### config.mk
export PLATFORM = sky130hd
export DESIGN_NAME = pbch_ibar_top
export DESIGN_NICKNAME = d
export VERILOG_FILES = /design/src/common/nr_pkg.sv /design/src/common/stream_pkg.sv /design/src/hw/dmrs_gen/gold_lfsr.sv /design/src/hw/dmrs_gen/dmrs_generator.sv /design/src/hw/dmrs_store.sv /design/src/hw/ibar_detector.sv /design/src/hw/pbch_ibar_top.sv
export SDC_FILE = /design/constraint.sdc
export NUM_CORES = 2
export LEC_CHECK = 0
export BUFFER_PORTS_ARGS = -buffer_cell sky130_fd_sc_hd__buf_4
export CORE_ASPECT_RATIO = 1.75
export CORE_UTILIZATION = 45
export DETAILED_ROUTE_END_ITERATION = 8
export HOLD_SLACK_MARGIN = 0.08
export PLACE_DENSITY = 0.66
export SYNTH_ARGS = -nofsm -noshare
export SYNTH_HDL_FRONTEND = slang
export SYNTH_HIERARCHICAL = 1
export SYNTH_SLANG_ARGS = --single-unit
### constraint.sdc
create_clock -name clk_i -period 35.7 [get_ports clk_i]
set_clock_uncertainty 0.2 [all_clocks]
set_input_delay 5.355 -clock clk_i [delete_from_list [all_inputs] [get_ports clk_i]]
set_output_delay 5.355 -clock clk_i [all_outputs]
set_load 0.01 [all_outputs]
### src/common/nr_pkg.sv
package nr_pkg;

    // cell ID range 0..1007
    localparam int N_ID_W = 10;

    // one candidate DMRS sequence per SSB index ibar
    localparam int NUM_IBAR = 8;
    localparam int IBAR_W   = 3;

    // length-31 Gold sequence, first 1600 bits are discarded
    localparam int GOLD_N  = 31;
    localparam int GOLD_NC = 1600;

    // PBCH symbol layout
    localparam int FFT_LEN       = 256;
    localparam int PILOT_SPACING = 4;
    localparam int NUM_PILOTS    = 64;

    // signed correlator width, 64 pilots x 2 bits gives +-128
    localparam int CORR_W = 9;

    // DMRS generator FSM
    typedef enum logic [2:0] {
        GEN_IDLE,
        GEN_LOAD,
        GEN_SKIP,
        GEN_FILL,
        GEN_DONE
    } gen_state_e;

    // ibar detector FSM
    typedef enum logic [1:0] {
        DET_IDLE,
        DET_ACCUM,
        DET_DECIDE
    } det_state_e;

endpackage

### src/common/stream_pkg.sv
package stream_pkg;

    // complex sample, re sits in the low half
    typedef struct packed {
        logic signed [15:0] im;
        logic signed [15:0] re;
    } iq_sample_t;

    // start marks subcarrier 0 of a PBCH symbol
    typedef struct packed {
        iq_sample_t iq;
        logic       start;
        logic       valid;
    } sample_in_t;

    // bit 1 is c(2m), bit 0 is c(2m+1)
    typedef logic [1:0] dmrs_pair_t;

    // one pair per candidate, indexed by ibar
    typedef dmrs_pair_t [nr_pkg::NUM_IBAR-1:0] dmrs_set_t;

    // store write, pair m of all candidates at once
    typedef struct packed {
        logic                                  valid;
        logic [$clog2(nr_pkg::NUM_PILOTS)-1:0] addr;
        dmrs_set_t                             pairs;
    } dmrs_wr_t;

endpackage

### src/hw/dmrs_gen/gold_lfsr.sv
module gold_lfsr (
    input  logic                      clk_i,
    input  logic                      reset_ni,
    input  logic                      load_i,
    input  logic [nr_pkg::GOLD_N-1:0] c_init_i,
    output logic                      c_o
);

    logic [nr_pkg::GOLD_N-1:0] x1_q;
    logic [nr_pkg::GOLD_N-1:0] x2_q;

    // bit k holds x(n+k), new bit enters at the top
    // x1 always starts from a single one in the lowest position
    always_ff @(posedge clk_i) begin
        if (!reset_ni) begin
            x1_q <= {{(nr_pkg::GOLD_N - 1){1'b0}}, 1'b1};
            x2_q <= '0;
        end else if (load_i) begin
            x1_q <= {{(nr_pkg::GOLD_N - 1){1'b0}}, 1'b1};
            x2_q <= c_init_i;
        end else begin
            x1_q <= {x1_q[3] ^ x1_q[0], x1_q[nr_pkg::GOLD_N-1:1]};
            x2_q <= {x2_q[3] ^ x2_q[2] ^ x2_q[1] ^ x2_q[0], x2_q[nr_pkg::GOLD_N-1:1]};
        end
    end

    assign c_o = x1_q[0] ^ x2_q[0];

endmodule

### src/hw/dmrs_gen/dmrs_generator.sv
module dmrs_generator (
    input  logic                      clk_i,
    input  logic                      reset_ni,
    input  logic [nr_pkg::N_ID_W-1:0] n_id_i,
    input  logic                      n_id_valid_i,
    output stream_pkg::dmrs_wr_t      wr_o,
    output logic                      dmrs_ready_o,
    output logic [1:0]                pilot_offset_o
);

    nr_pkg::gen_state_e state_q;

    logic [10:0]                       cnt_q;
    logic [nr_pkg::N_ID_W-1:0]         n_id_q;
    logic [nr_pkg::GOLD_N-1:0]         n_div4_p1;
    logic [nr_pkg::GOLD_N-1:0]         c_init [nr_pkg::NUM_IBAR];
    logic [nr_pkg::NUM_IBAR-1:0]       c_bits;
    logic [nr_pkg::NUM_IBAR-1:0]       even_q;
    logic                              wr_vld_q;
    logic [5:0]                        wr_addr_q;
    stream_pkg::dmrs_set_t             wr_pairs_q;

    // floor(N_id / 4) + 1, shared by all candidates
    assign n_div4_p1 = {{(nr_pkg::GOLD_N - nr_pkg::N_ID_W + 2){1'b0}},
                        n_id_q[nr_pkg::N_ID_W-1:2]} + {{(nr_pkg::GOLD_N - 1){1'b0}}, 1'b1};

    for (genvar g = 0; g < nr_pkg::NUM_IBAR; g++) begin : gen_gold
        localparam logic [nr_pkg::GOLD_N-1:0] IBAR_P1 = g + 1;

        // 2048*(i+1)*(floor(N_id/4)+1) + 64*(i+1) + N_id mod 4
        assign c_init[g] = ((IBAR_P1 * n_div4_p1) << 11) + (IBAR_P1 << 6)
                         + {{(nr_pkg::GOLD_N - 2){1'b0}}, n_id_q[1:0]};

        gold_lfsr i_gold (
            .clk_i    (clk_i),
            .reset_ni (reset_ni),
            .load_i   (state_q == nr_pkg::GEN_LOAD),
            .c_init_i (c_init[g]),
            .c_o      (c_bits[g])
        );
    end

    always_ff @(posedge clk_i) begin
        if (!reset_ni) begin
            state_q      <= nr_pkg::GEN_IDLE;
            cnt_q        <= '0;
            wr_vld_q     <= 1'b0;
            dmrs_ready_o <= 1'b0;
        end else begin
            wr_vld_q <= 1'b0;
            case (state_q)
                nr_pkg::GEN_LOAD: begin
                    cnt_q   <= '0;
                    state_q <= nr_pkg::GEN_SKIP;
                end
                nr_pkg::GEN_SKIP: begin
                    if (cnt_q == 11'(nr_pkg::GOLD_NC - 1)) begin
                        cnt_q   <= '0;
                        state_q <= nr_pkg::GEN_FILL;
                    end else begin
                        cnt_q <= cnt_q + 11'd1;
                    end
                end
                nr_pkg::GEN_FILL: begin
                    // odd cycles complete a pair
                    cnt_q    <= cnt_q + 11'd1;
                    wr_vld_q <= cnt_q[0];
                    if (cnt_q == 11'(2 * nr_pkg::NUM_PILOTS - 1)) begin
                        state_q <= nr_pkg::GEN_DONE;
                    end
                end
                nr_pkg::GEN_DONE: begin
                    dmrs_ready_o <= 1'b1;
                end
                default: begin
                end
            endcase
            // a new cell ID restarts from any state
            if (n_id_valid_i) begin
                state_q      <= nr_pkg::GEN_LOAD;
                wr_vld_q     <= 1'b0;
                dmrs_ready_o <= 1'b0;
            end
        end
    end

    always_ff @(posedge clk_i) begin
        if (n_id_valid_i) begin
            n_id_q <= n_id_i;
        end
        if (state_q == nr_pkg::GEN_FILL) begin
            if (!cnt_q[0]) begin
                even_q <= c_bits;
            end
            wr_addr_q <= cnt_q[6:1];
            for (int i = 0; i < nr_pkg::NUM_IBAR; i++) begin
                wr_pairs_q[i] <= {even_q[i], c_bits[i]};
            end
        end
    end

    assign wr_o           = '{valid: wr_vld_q, addr: wr_addr_q, pairs: wr_pairs_q};
    assign pilot_offset_o = n_id_q[1:0];

endmodule

### src/hw/dmrs_store.sv
module dmrs_store (
    input  logic                  clk_i,
    input  stream_pkg::dmrs_wr_t  wr_i,
    input  logic [5:0]            rd_addr_i,
    output stream_pkg::dmrs_set_t rd_set_o
);

    // one entry per pilot, each entry holds all eight candidates
    stream_pkg::dmrs_set_t mem_q [nr_pkg::NUM_PILOTS];

    always_ff @(posedge clk_i) begin
        if (wr_i.valid) begin
            mem_q[wr_i.addr] <= wr_i.pairs;
        end
    end

    // registered read, data follows the address by one cycle
    always_ff @(posedge clk_i) begin
        rd_set_o <= mem_q[rd_addr_i];
    end

endmodule

### src/hw/ibar_detector.sv
module ibar_detector (
    input  logic                      clk_i,
    input  logic                      reset_ni,
    input  stream_pkg::sample_in_t    sample_i,
    input  logic                      dmrs_ready_i,
    input  logic [1:0]                pilot_offset_i,
    output logic [5:0]                rd_addr_o,
    input  stream_pkg::dmrs_set_t     rd_set_i,
    output logic [nr_pkg::IBAR_W-1:0] ibar_o,
    output logic                      ibar_valid_o
);

    nr_pkg::det_state_e state_q;

    logic [7:0]                       sc_cnt_q;
    logic [5:0]                       pil_cnt_q;
    logic [1:0]                       off_q;
    logic                             first;
    logic                             take;
    logic                             is_pilot;
    logic                             decide_fire;
    logic [1:0]                       off;
    logic [1:0]                       k_lo;
    logic [1:0]                       pair_q;
    logic [1:0]                       pair_rot_q;
    logic                             pv_q;
    logic signed [nr_pkg::CORR_W-1:0] corr_q     [nr_pkg::NUM_IBAR];
    logic signed [nr_pkg::CORR_W-1:0] corr_rot_q [nr_pkg::NUM_IBAR];
    logic [nr_pkg::CORR_W-1:0]        abs_c      [nr_pkg::NUM_IBAR];
    logic [nr_pkg::CORR_W-1:0]        abs_r      [nr_pkg::NUM_IBAR];
    logic [nr_pkg::CORR_W-1:0]        score_q    [nr_pkg::NUM_IBAR];
    logic                             score_vld_q;
    logic [nr_pkg::IBAR_W-1:0]        best_idx;
    logic [nr_pkg::CORR_W-1:0]        best_val;

    // +2, 0 or -2 depending on how many of the two bits agree
    function automatic logic signed [nr_pkg::CORR_W-1:0] pair_corr(
        input logic [1:0] rx,
        input logic [1:0] ref_pair
    );
        logic signed [nr_pkg::CORR_W-1:0] d;
        case (rx ^ ref_pair)
            2'b00:   d = {{(nr_pkg::CORR_W - 2){1'b0}}, 2'b10};
            2'b11:   d = {{(nr_pkg::CORR_W - 1){1'b1}}, 1'b0};
            default: d = '0;
        endcase
        return d;
    endfunction

    // the start sample itself is subcarrier 0
    assign first = (state_q == nr_pkg::DET_IDLE) && sample_i.valid && sample_i.start
                   && dmrs_ready_i;
    assign take  = first || ((state_q == nr_pkg::DET_ACCUM) && sample_i.valid);
    assign off   = first ? pilot_offset_i : off_q;
    // subcarrier count rests at zero while idle
    assign k_lo  = sc_cnt_q[1:0];
    assign is_pilot = take && (((k_lo - off) & 2'(nr_pkg::PILOT_SPACING - 1)) == 2'd0);
    assign decide_fire = (state_q == nr_pkg::DET_DECIDE) && sc_cnt_q[0];
    assign rd_addr_o   = pil_cnt_q;

    always_ff @(posedge clk_i) begin
        if (!reset_ni) begin
            state_q     <= nr_pkg::DET_IDLE;
            sc_cnt_q    <= '0;
            pil_cnt_q   <= '0;
            pv_q        <= 1'b0;
            score_vld_q <= 1'b0;
        end else begin
            pv_q        <= is_pilot;
            score_vld_q <= 1'b0;
            if (is_pilot) begin
                pil_cnt_q <= pil_cnt_q + 6'd1;
            end
            case (state_q)
                nr_pkg::DET_IDLE: begin
                    if (first) begin
                        sc_cnt_q <= 8'd1;
                        state_q  <= nr_pkg::DET_ACCUM;
                    end
                end
                nr_pkg::DET_ACCUM: begin
                    if (take) begin
                        sc_cnt_q <= sc_cnt_q + 8'd1;
                        if (sc_cnt_q == 8'(nr_pkg::FFT_LEN - 1)) begin
                            state_q <= nr_pkg::DET_DECIDE;
                        end
                    end
                end
                default: begin
                    // first DECIDE cycle lets the last pilot reach the correlators
                    if (!sc_cnt_q[0]) begin
                        sc_cnt_q <= 8'd1;
                    end else begin
                        sc_cnt_q    <= '0;
                        pil_cnt_q   <= '0;
                        score_vld_q <= 1'b1;
                        state_q     <= nr_pkg::DET_IDLE;
                    end
                end
            endcase
        end
    end

    // hard demodulation, held one cycle to line up with the store read
    always_ff @(posedge clk_i) begin
        if (take) begin
            off_q      <= off;
            pair_q     <= {sample_i.iq.re[15], sample_i.iq.im[15]};
            pair_rot_q <= {~sample_i.iq.im[15], sample_i.iq.re[15]};
        end
    end

    always_ff @(posedge clk_i) begin
        if (!reset_ni || decide_fire) begin
            for (int i = 0; i < nr_pkg::NUM_IBAR; i++) begin
                corr_q[i]     <= '0;
                corr_rot_q[i] <= '0;
            end
        end else if (pv_q) begin
            for (int i = 0; i < nr_pkg::NUM_IBAR; i++) begin
                corr_q[i]     <= corr_q[i] + pair_corr(pair_q, rd_set_i[i]);
                corr_rot_q[i] <= corr_rot_q[i] + pair_corr(pair_rot_q, rd_set_i[i]);
            end
        end
    end

    always_comb begin
        for (int i = 0; i < nr_pkg::NUM_IBAR; i++) begin
            abs_c[i] = corr_q[i][nr_pkg::CORR_W-1] ? -corr_q[i] : corr_q[i];
            abs_r[i] = corr_rot_q[i][nr_pkg::CORR_W-1] ? -corr_rot_q[i] : corr_rot_q[i];
        end
    end

    // score is the better of the two phase hypotheses
    always_ff @(posedge clk_i) begin
        if (decide_fire) begin
            for (int i = 0; i < nr_pkg::NUM_IBAR; i++) begin
                score_q[i] <= (abs_r[i] > abs_c[i]) ? abs_r[i] : abs_c[i];
            end
        end
    end

    // strict compare keeps the lowest index on a tie
    always_comb begin
        best_idx = '0;
        best_val = score_q[0];
        for (int i = 1; i < nr_pkg::NUM_IBAR; i++) begin
            if (score_q[i] > best_val) begin
                best_val = score_q[i];
                best_idx = i[nr_pkg::IBAR_W-1:0];
            end
        end
    end

    always_ff @(posedge clk_i) begin
        if (!reset_ni) begin
            ibar_valid_o <= 1'b0;
        end else begin
            ibar_valid_o <= score_vld_q;
        end
    end

    always_ff @(posedge clk_i) begin
        if (score_vld_q) begin
            ibar_o <= best_idx;
        end
    end

endmodule

### src/hw/pbch_ibar_top.sv
module pbch_ibar_top (
    input  logic                      clk_i,
    input  logic                      reset_ni,
    input  logic [nr_pkg::N_ID_W-1:0] n_id_i,
    input  logic                      n_id_valid_i,
    input  stream_pkg::sample_in_t    sample_i,
    output logic                      dmrs_ready_o,
    output logic [nr_pkg::IBAR_W-1:0] ibar_o,
    output logic                      ibar_valid_o
);

    stream_pkg::dmrs_wr_t  dmrs_wr;
    stream_pkg::dmrs_set_t rd_set;
    logic [5:0]            rd_addr;
    logic [1:0]            pilot_offset;

    // builds all eight candidate sequences after each cell ID
    dmrs_generator i_dmrs_generator (
        .clk_i          (clk_i),
        .reset_ni       (reset_ni),
        .n_id_i         (n_id_i),
        .n_id_valid_i   (n_id_valid_i),
        .wr_o           (dmrs_wr),
        .dmrs_ready_o   (dmrs_ready_o),
        .pilot_offset_o (pilot_offset)
    );

    dmrs_store i_dmrs_store (
        .clk_i     (clk_i),
        .wr_i      (dmrs_wr),
        .rd_addr_i (rd_addr),
        .rd_set_o  (rd_set)
    );

    ibar_detector i_ibar_detector (
        .clk_i          (clk_i),
        .reset_ni       (reset_ni),
        .sample_i       (sample_i),
        .dmrs_ready_i   (dmrs_ready_o),
        .pilot_offset_i (pilot_offset),
        .rd_addr_o      (rd_addr),
        .rd_set_i       (rd_set),
        .ibar_o         (ibar_o),
        .ibar_valid_o   (ibar_valid_o)
    );

endmodule

==> impl_metrics.toml <==
[pwr]
p_sw_frac = 0.2115
p_int_mw = 3.417
p_leak_nw = 31.04
p_comb_frac = 0.050
power_density_mw_per_mm2 = 49.71
p_clk_frac = 0.424
pwr-share-seq = 0.526
peakVddDrop_uv = 45.75
switchingPower_mw = 0.9164

[sta]
post-route-min-period_ps = 14800
tightest_slew_ps = 1181
drv_slew = 0
fmax_ghz = 0.06757
final_hold_viol_count = 0
timing.setup.tns_ps = 0
setup_viol = 0
rsz0062_at_grt = "false"
setup_ws_ps = 20900
finalCritPeriodShare = 0.4145
slew_headroom = 0.2043

[placement]
port_buffers = 21
placedInstanceArea_mm2 = 0.08155
routabilityCongestion = 0.8657
pre_cts_ws_ps = 20860
place_hpwl_um = 110800

[synthesis]
syn_area_mm2 = 0.07894
synth-seq-cells = 1811
synth-adder-area-share = 0.05153
ys_types = 94
async_flop_share = 0
synth_top_family_by_area = "multiplexers"
synth_xor_area_frac = 0.03447
synth_compound_area_frac = 0.05427
ys_seq_area_frac = 0.6196
synth-simple-area-share = 0.09261
synthCells = 5429
yosys_warnings = 6
synth_edf_count = 1264
muxShareOfSynthArea = 0.1149
synth.avg_cell_area_um2 = 14.54
ys.flop_type = "edfxtp_1"

[clock_network]
cts_buffers = 169
post_cts_buffers = 0
cts_tree = "done"
cts_buffer_depth = 4
cts_resized = 0
clkSinkCount = 1811
clk_latency_ps = 820
holdBufCountCts = 0
clkTransAtPathRegs_ps = 60
htreeDepth = 4
clockRootBuffer = "clkbuf_16"

[detailed_routing]
drc = 0
wirelength_um = 167900
wl_per_cell_um = 20.94
wl_met2_um = 92480
first_pass_iters = 6
vias_per_cell = 5.326
drt_iter0_drc = 2597
vias = 42710
met3_length_um = 5962
drt.antenna.violating_nets = 0
met1_length_um = 59900
maxUsedRoutingLayer = "met4"

[die]
row_count = 203
dieArea_mm2 = 0.1772
core_mm2 = 0.1745
start_util = 0.4524
die_h_um = 556.1
dieWidth_um = 318.6
pin_count = 52

[cells_and_area]
final_nets = 5990
final_cell_mix = "1264 x edfxtp_1, 543 x dfxtp_1, 368 x mux2i_1"
fillers = 14600
final_area_mm2 = 0.08718
drive_gt1_frac = 0.1270
syn_to_final_growth_pct = 10.44
layout_commonest_cell = "edfxtp_1"

[global_routing]
grt_antenna_before_repair = 2
track_usage = 0.1897
grt_pass1_wl_um = 258100
grt_max_degree = 235
grt_overflow = 0
grt_pass1_vias = 44200

[critical_path]
cpPeakStageDelay_ps = 620
cpMaxStageDelayCell = "a21boi_0"
cp_common_cell = "ha_1"
arrival_ps = 15180
worstPathRequired_ps = 36080
worstPathMaxFanout = 10
crit_path_start_kind = "flop"
path_class = "flop to flop"
endpoint_kind = "flop"

[run]
drv_cap = 0

[hold_path]
hold_path.class = "flop to flop"

[status]
outcome = "finished clean"
[synth_stat cells, types with 12 or more instances]
cell,number,share of area
edfxtp_1,1264,0.48
dfxtp_1,547,0.14
mux2i_1,368,0.047
nor2b_1,330,0.026
nor2_1,294,0.014
ha_1,293,0.046
and2_1,255,0.020
mux4_2,221,0.063
xnor2_1,171,0.019
a21oi_1,165,0.010
inv_1,163,0.0078
xor2_1,136,0.015
clkbuf_1,114,0.0054
nand2_1,104,0.0049
o21ai_0,95,0.0060
a21o_1,86,0.0082
nand2b_1,64,0.0051
a22oi_1,63,0.0060
nand3_1,57,0.0036
buf_6,46,0.0066
nor3_1,38,0.0024
and3_1,30,0.0024
buf_12,30,0.0076
buf_2,29,0.0018
or3_1,29,0.0023
o31ai_1,25,0.0024
mux2_2,24,0.0034
a221oi_1,23,0.0026
buf_4,23,0.0022
nand4_1,23,0.0018
o21bai_1,23,0.0022
fa_1,19,0.0048
o21a_1,19,0.0018
o21ai_1,17,0.0011
or2_2,17,0.0013
a211oi_1,15,0.0014
and4_1,14,0.0016
nor4_1,14,0.0011
a311oi_1,13,0.0014
nand3b_1,13,0.0012
inv_2,12,0.00057
[routing by layer]
layer / global-route usage / vias to the layer above
met5: 0 / -
met4: 0.1046 / 0
met3: 0.02141 / 336
met2: 0.3666 / 842
met1: 0.1974 / 21310
li1: - / 20220
[state kept, by name, indices dropped and copies added (netlist names), 2 cells and up]
register,cells
i_dmrs_generator/even_q,8
i_dmrs_generator/wr_addr_q,6
i_dmrs_generator/wr_o,16
i_ibar_detector/ibar_o,3
i_ibar_detector/score_q,64
i_dmrs_generator/n_id_q,10
i_ibar_detector/state_q,2
i_dmrs_generator/cnt_q,11
i_dmrs_store/rd_set_o,16
i_ibar_detector/sc_cnt_q,8
i_dmrs_generator/gen_gold.i_gold/x1_q,248
i_ibar_detector/corr_rot_q,64
i_ibar_detector/off_q,2
i_dmrs_store/mem_q,1024
i_dmrs_generator/state_q,3
i_dmrs_generator/gen_gold.i_gold/x2_q,248
i_ibar_detector/rd_addr_o,6
i_ibar_detector/pair_rot_q,2
i_ibar_detector/corr_q,64
[per-stage QoR]
step / total power [mW] / hold slack, ps / cells / util
finish: 4.333 / 194.0 / 8019 / 0.4996
detailed placement: 2.545 / 192.1 / 7715 / 0.4673
floorplan: 2.504 / 186.3 / 5577 / -
global placement: 2.540 / 191.4 / 7715 / 0.4673
global route: 4.484 / 199.2 / 8019 / 0.4996
CTS: 4.382 / 193.2 / 8018 / 0.4996
[power by group through the flow]
stage          Combinational, mW  Sequential [mW]  Clock, mW
2_1_floorplan              0.188             2.32          0
3_5_place_dp               0.220             2.33          0
5_1_grt                    0.249             2.28       1.95
6_report                   0.219             2.28       1.84
4_1_cts                    0.222             2.28       1.88
3_3_place_gp               0.215             2.32          0
[kinds of logic after synthesis]
logic type      count (synthesis)
mux                           621
xor+xnor                      309
simple gates                 1315
compound gates                631
other cells                     2
buf+inv                       426
fa+ha+maj                     314
flops                        1811
[critical path: cells and delay by family, from the launching register on]
kind	cells	cell delay, ps
buffers and inverters	2	280
DFF	1	390
AOI/OAI and AO/OA	32	7290
and+or+nand+nor	12	2500
muxes	5	1820
adders and majority gates	7	2050
[path summary, 6_finish.rpt]
check                                               start  slack [ps]                                            to  cells past startpoint
max                        i_ibar_detector/score_q[0][17]       20900                     i_ibar_detector/ibar_o[1]                     58
min          i_dmrs_generator/gen_gold[1].i_gold/x1_q[13]         190  i_dmrs_generator/gen_gold[1].i_gold/x1_q[12]                      1
max reg2reg                i_ibar_detector/score_q[0][17]       20900                     i_ibar_detector/ibar_o[1]                     58
min reg2reg  i_dmrs_generator/gen_gold[1].i_gold/x1_q[13]         190  i_dmrs_generator/gen_gold[1].i_gold/x1_q[12]                      1
[layout make-up]
cell class,instances,area (um2),share of cell area
timing repair buffer,134,1072,0.01230
clock buffer,223,4681,0.05369
inverter,175,656.9,0.007535
antenna,1,2.502,0.00002870
clock inverter,80,952.2,0.01092
sequential,1811,48920,0.5611
multi-input combinational,3340,28080,0.3220
tap,2255,2821,0.03236
Power figures use the tool's default switching activity.
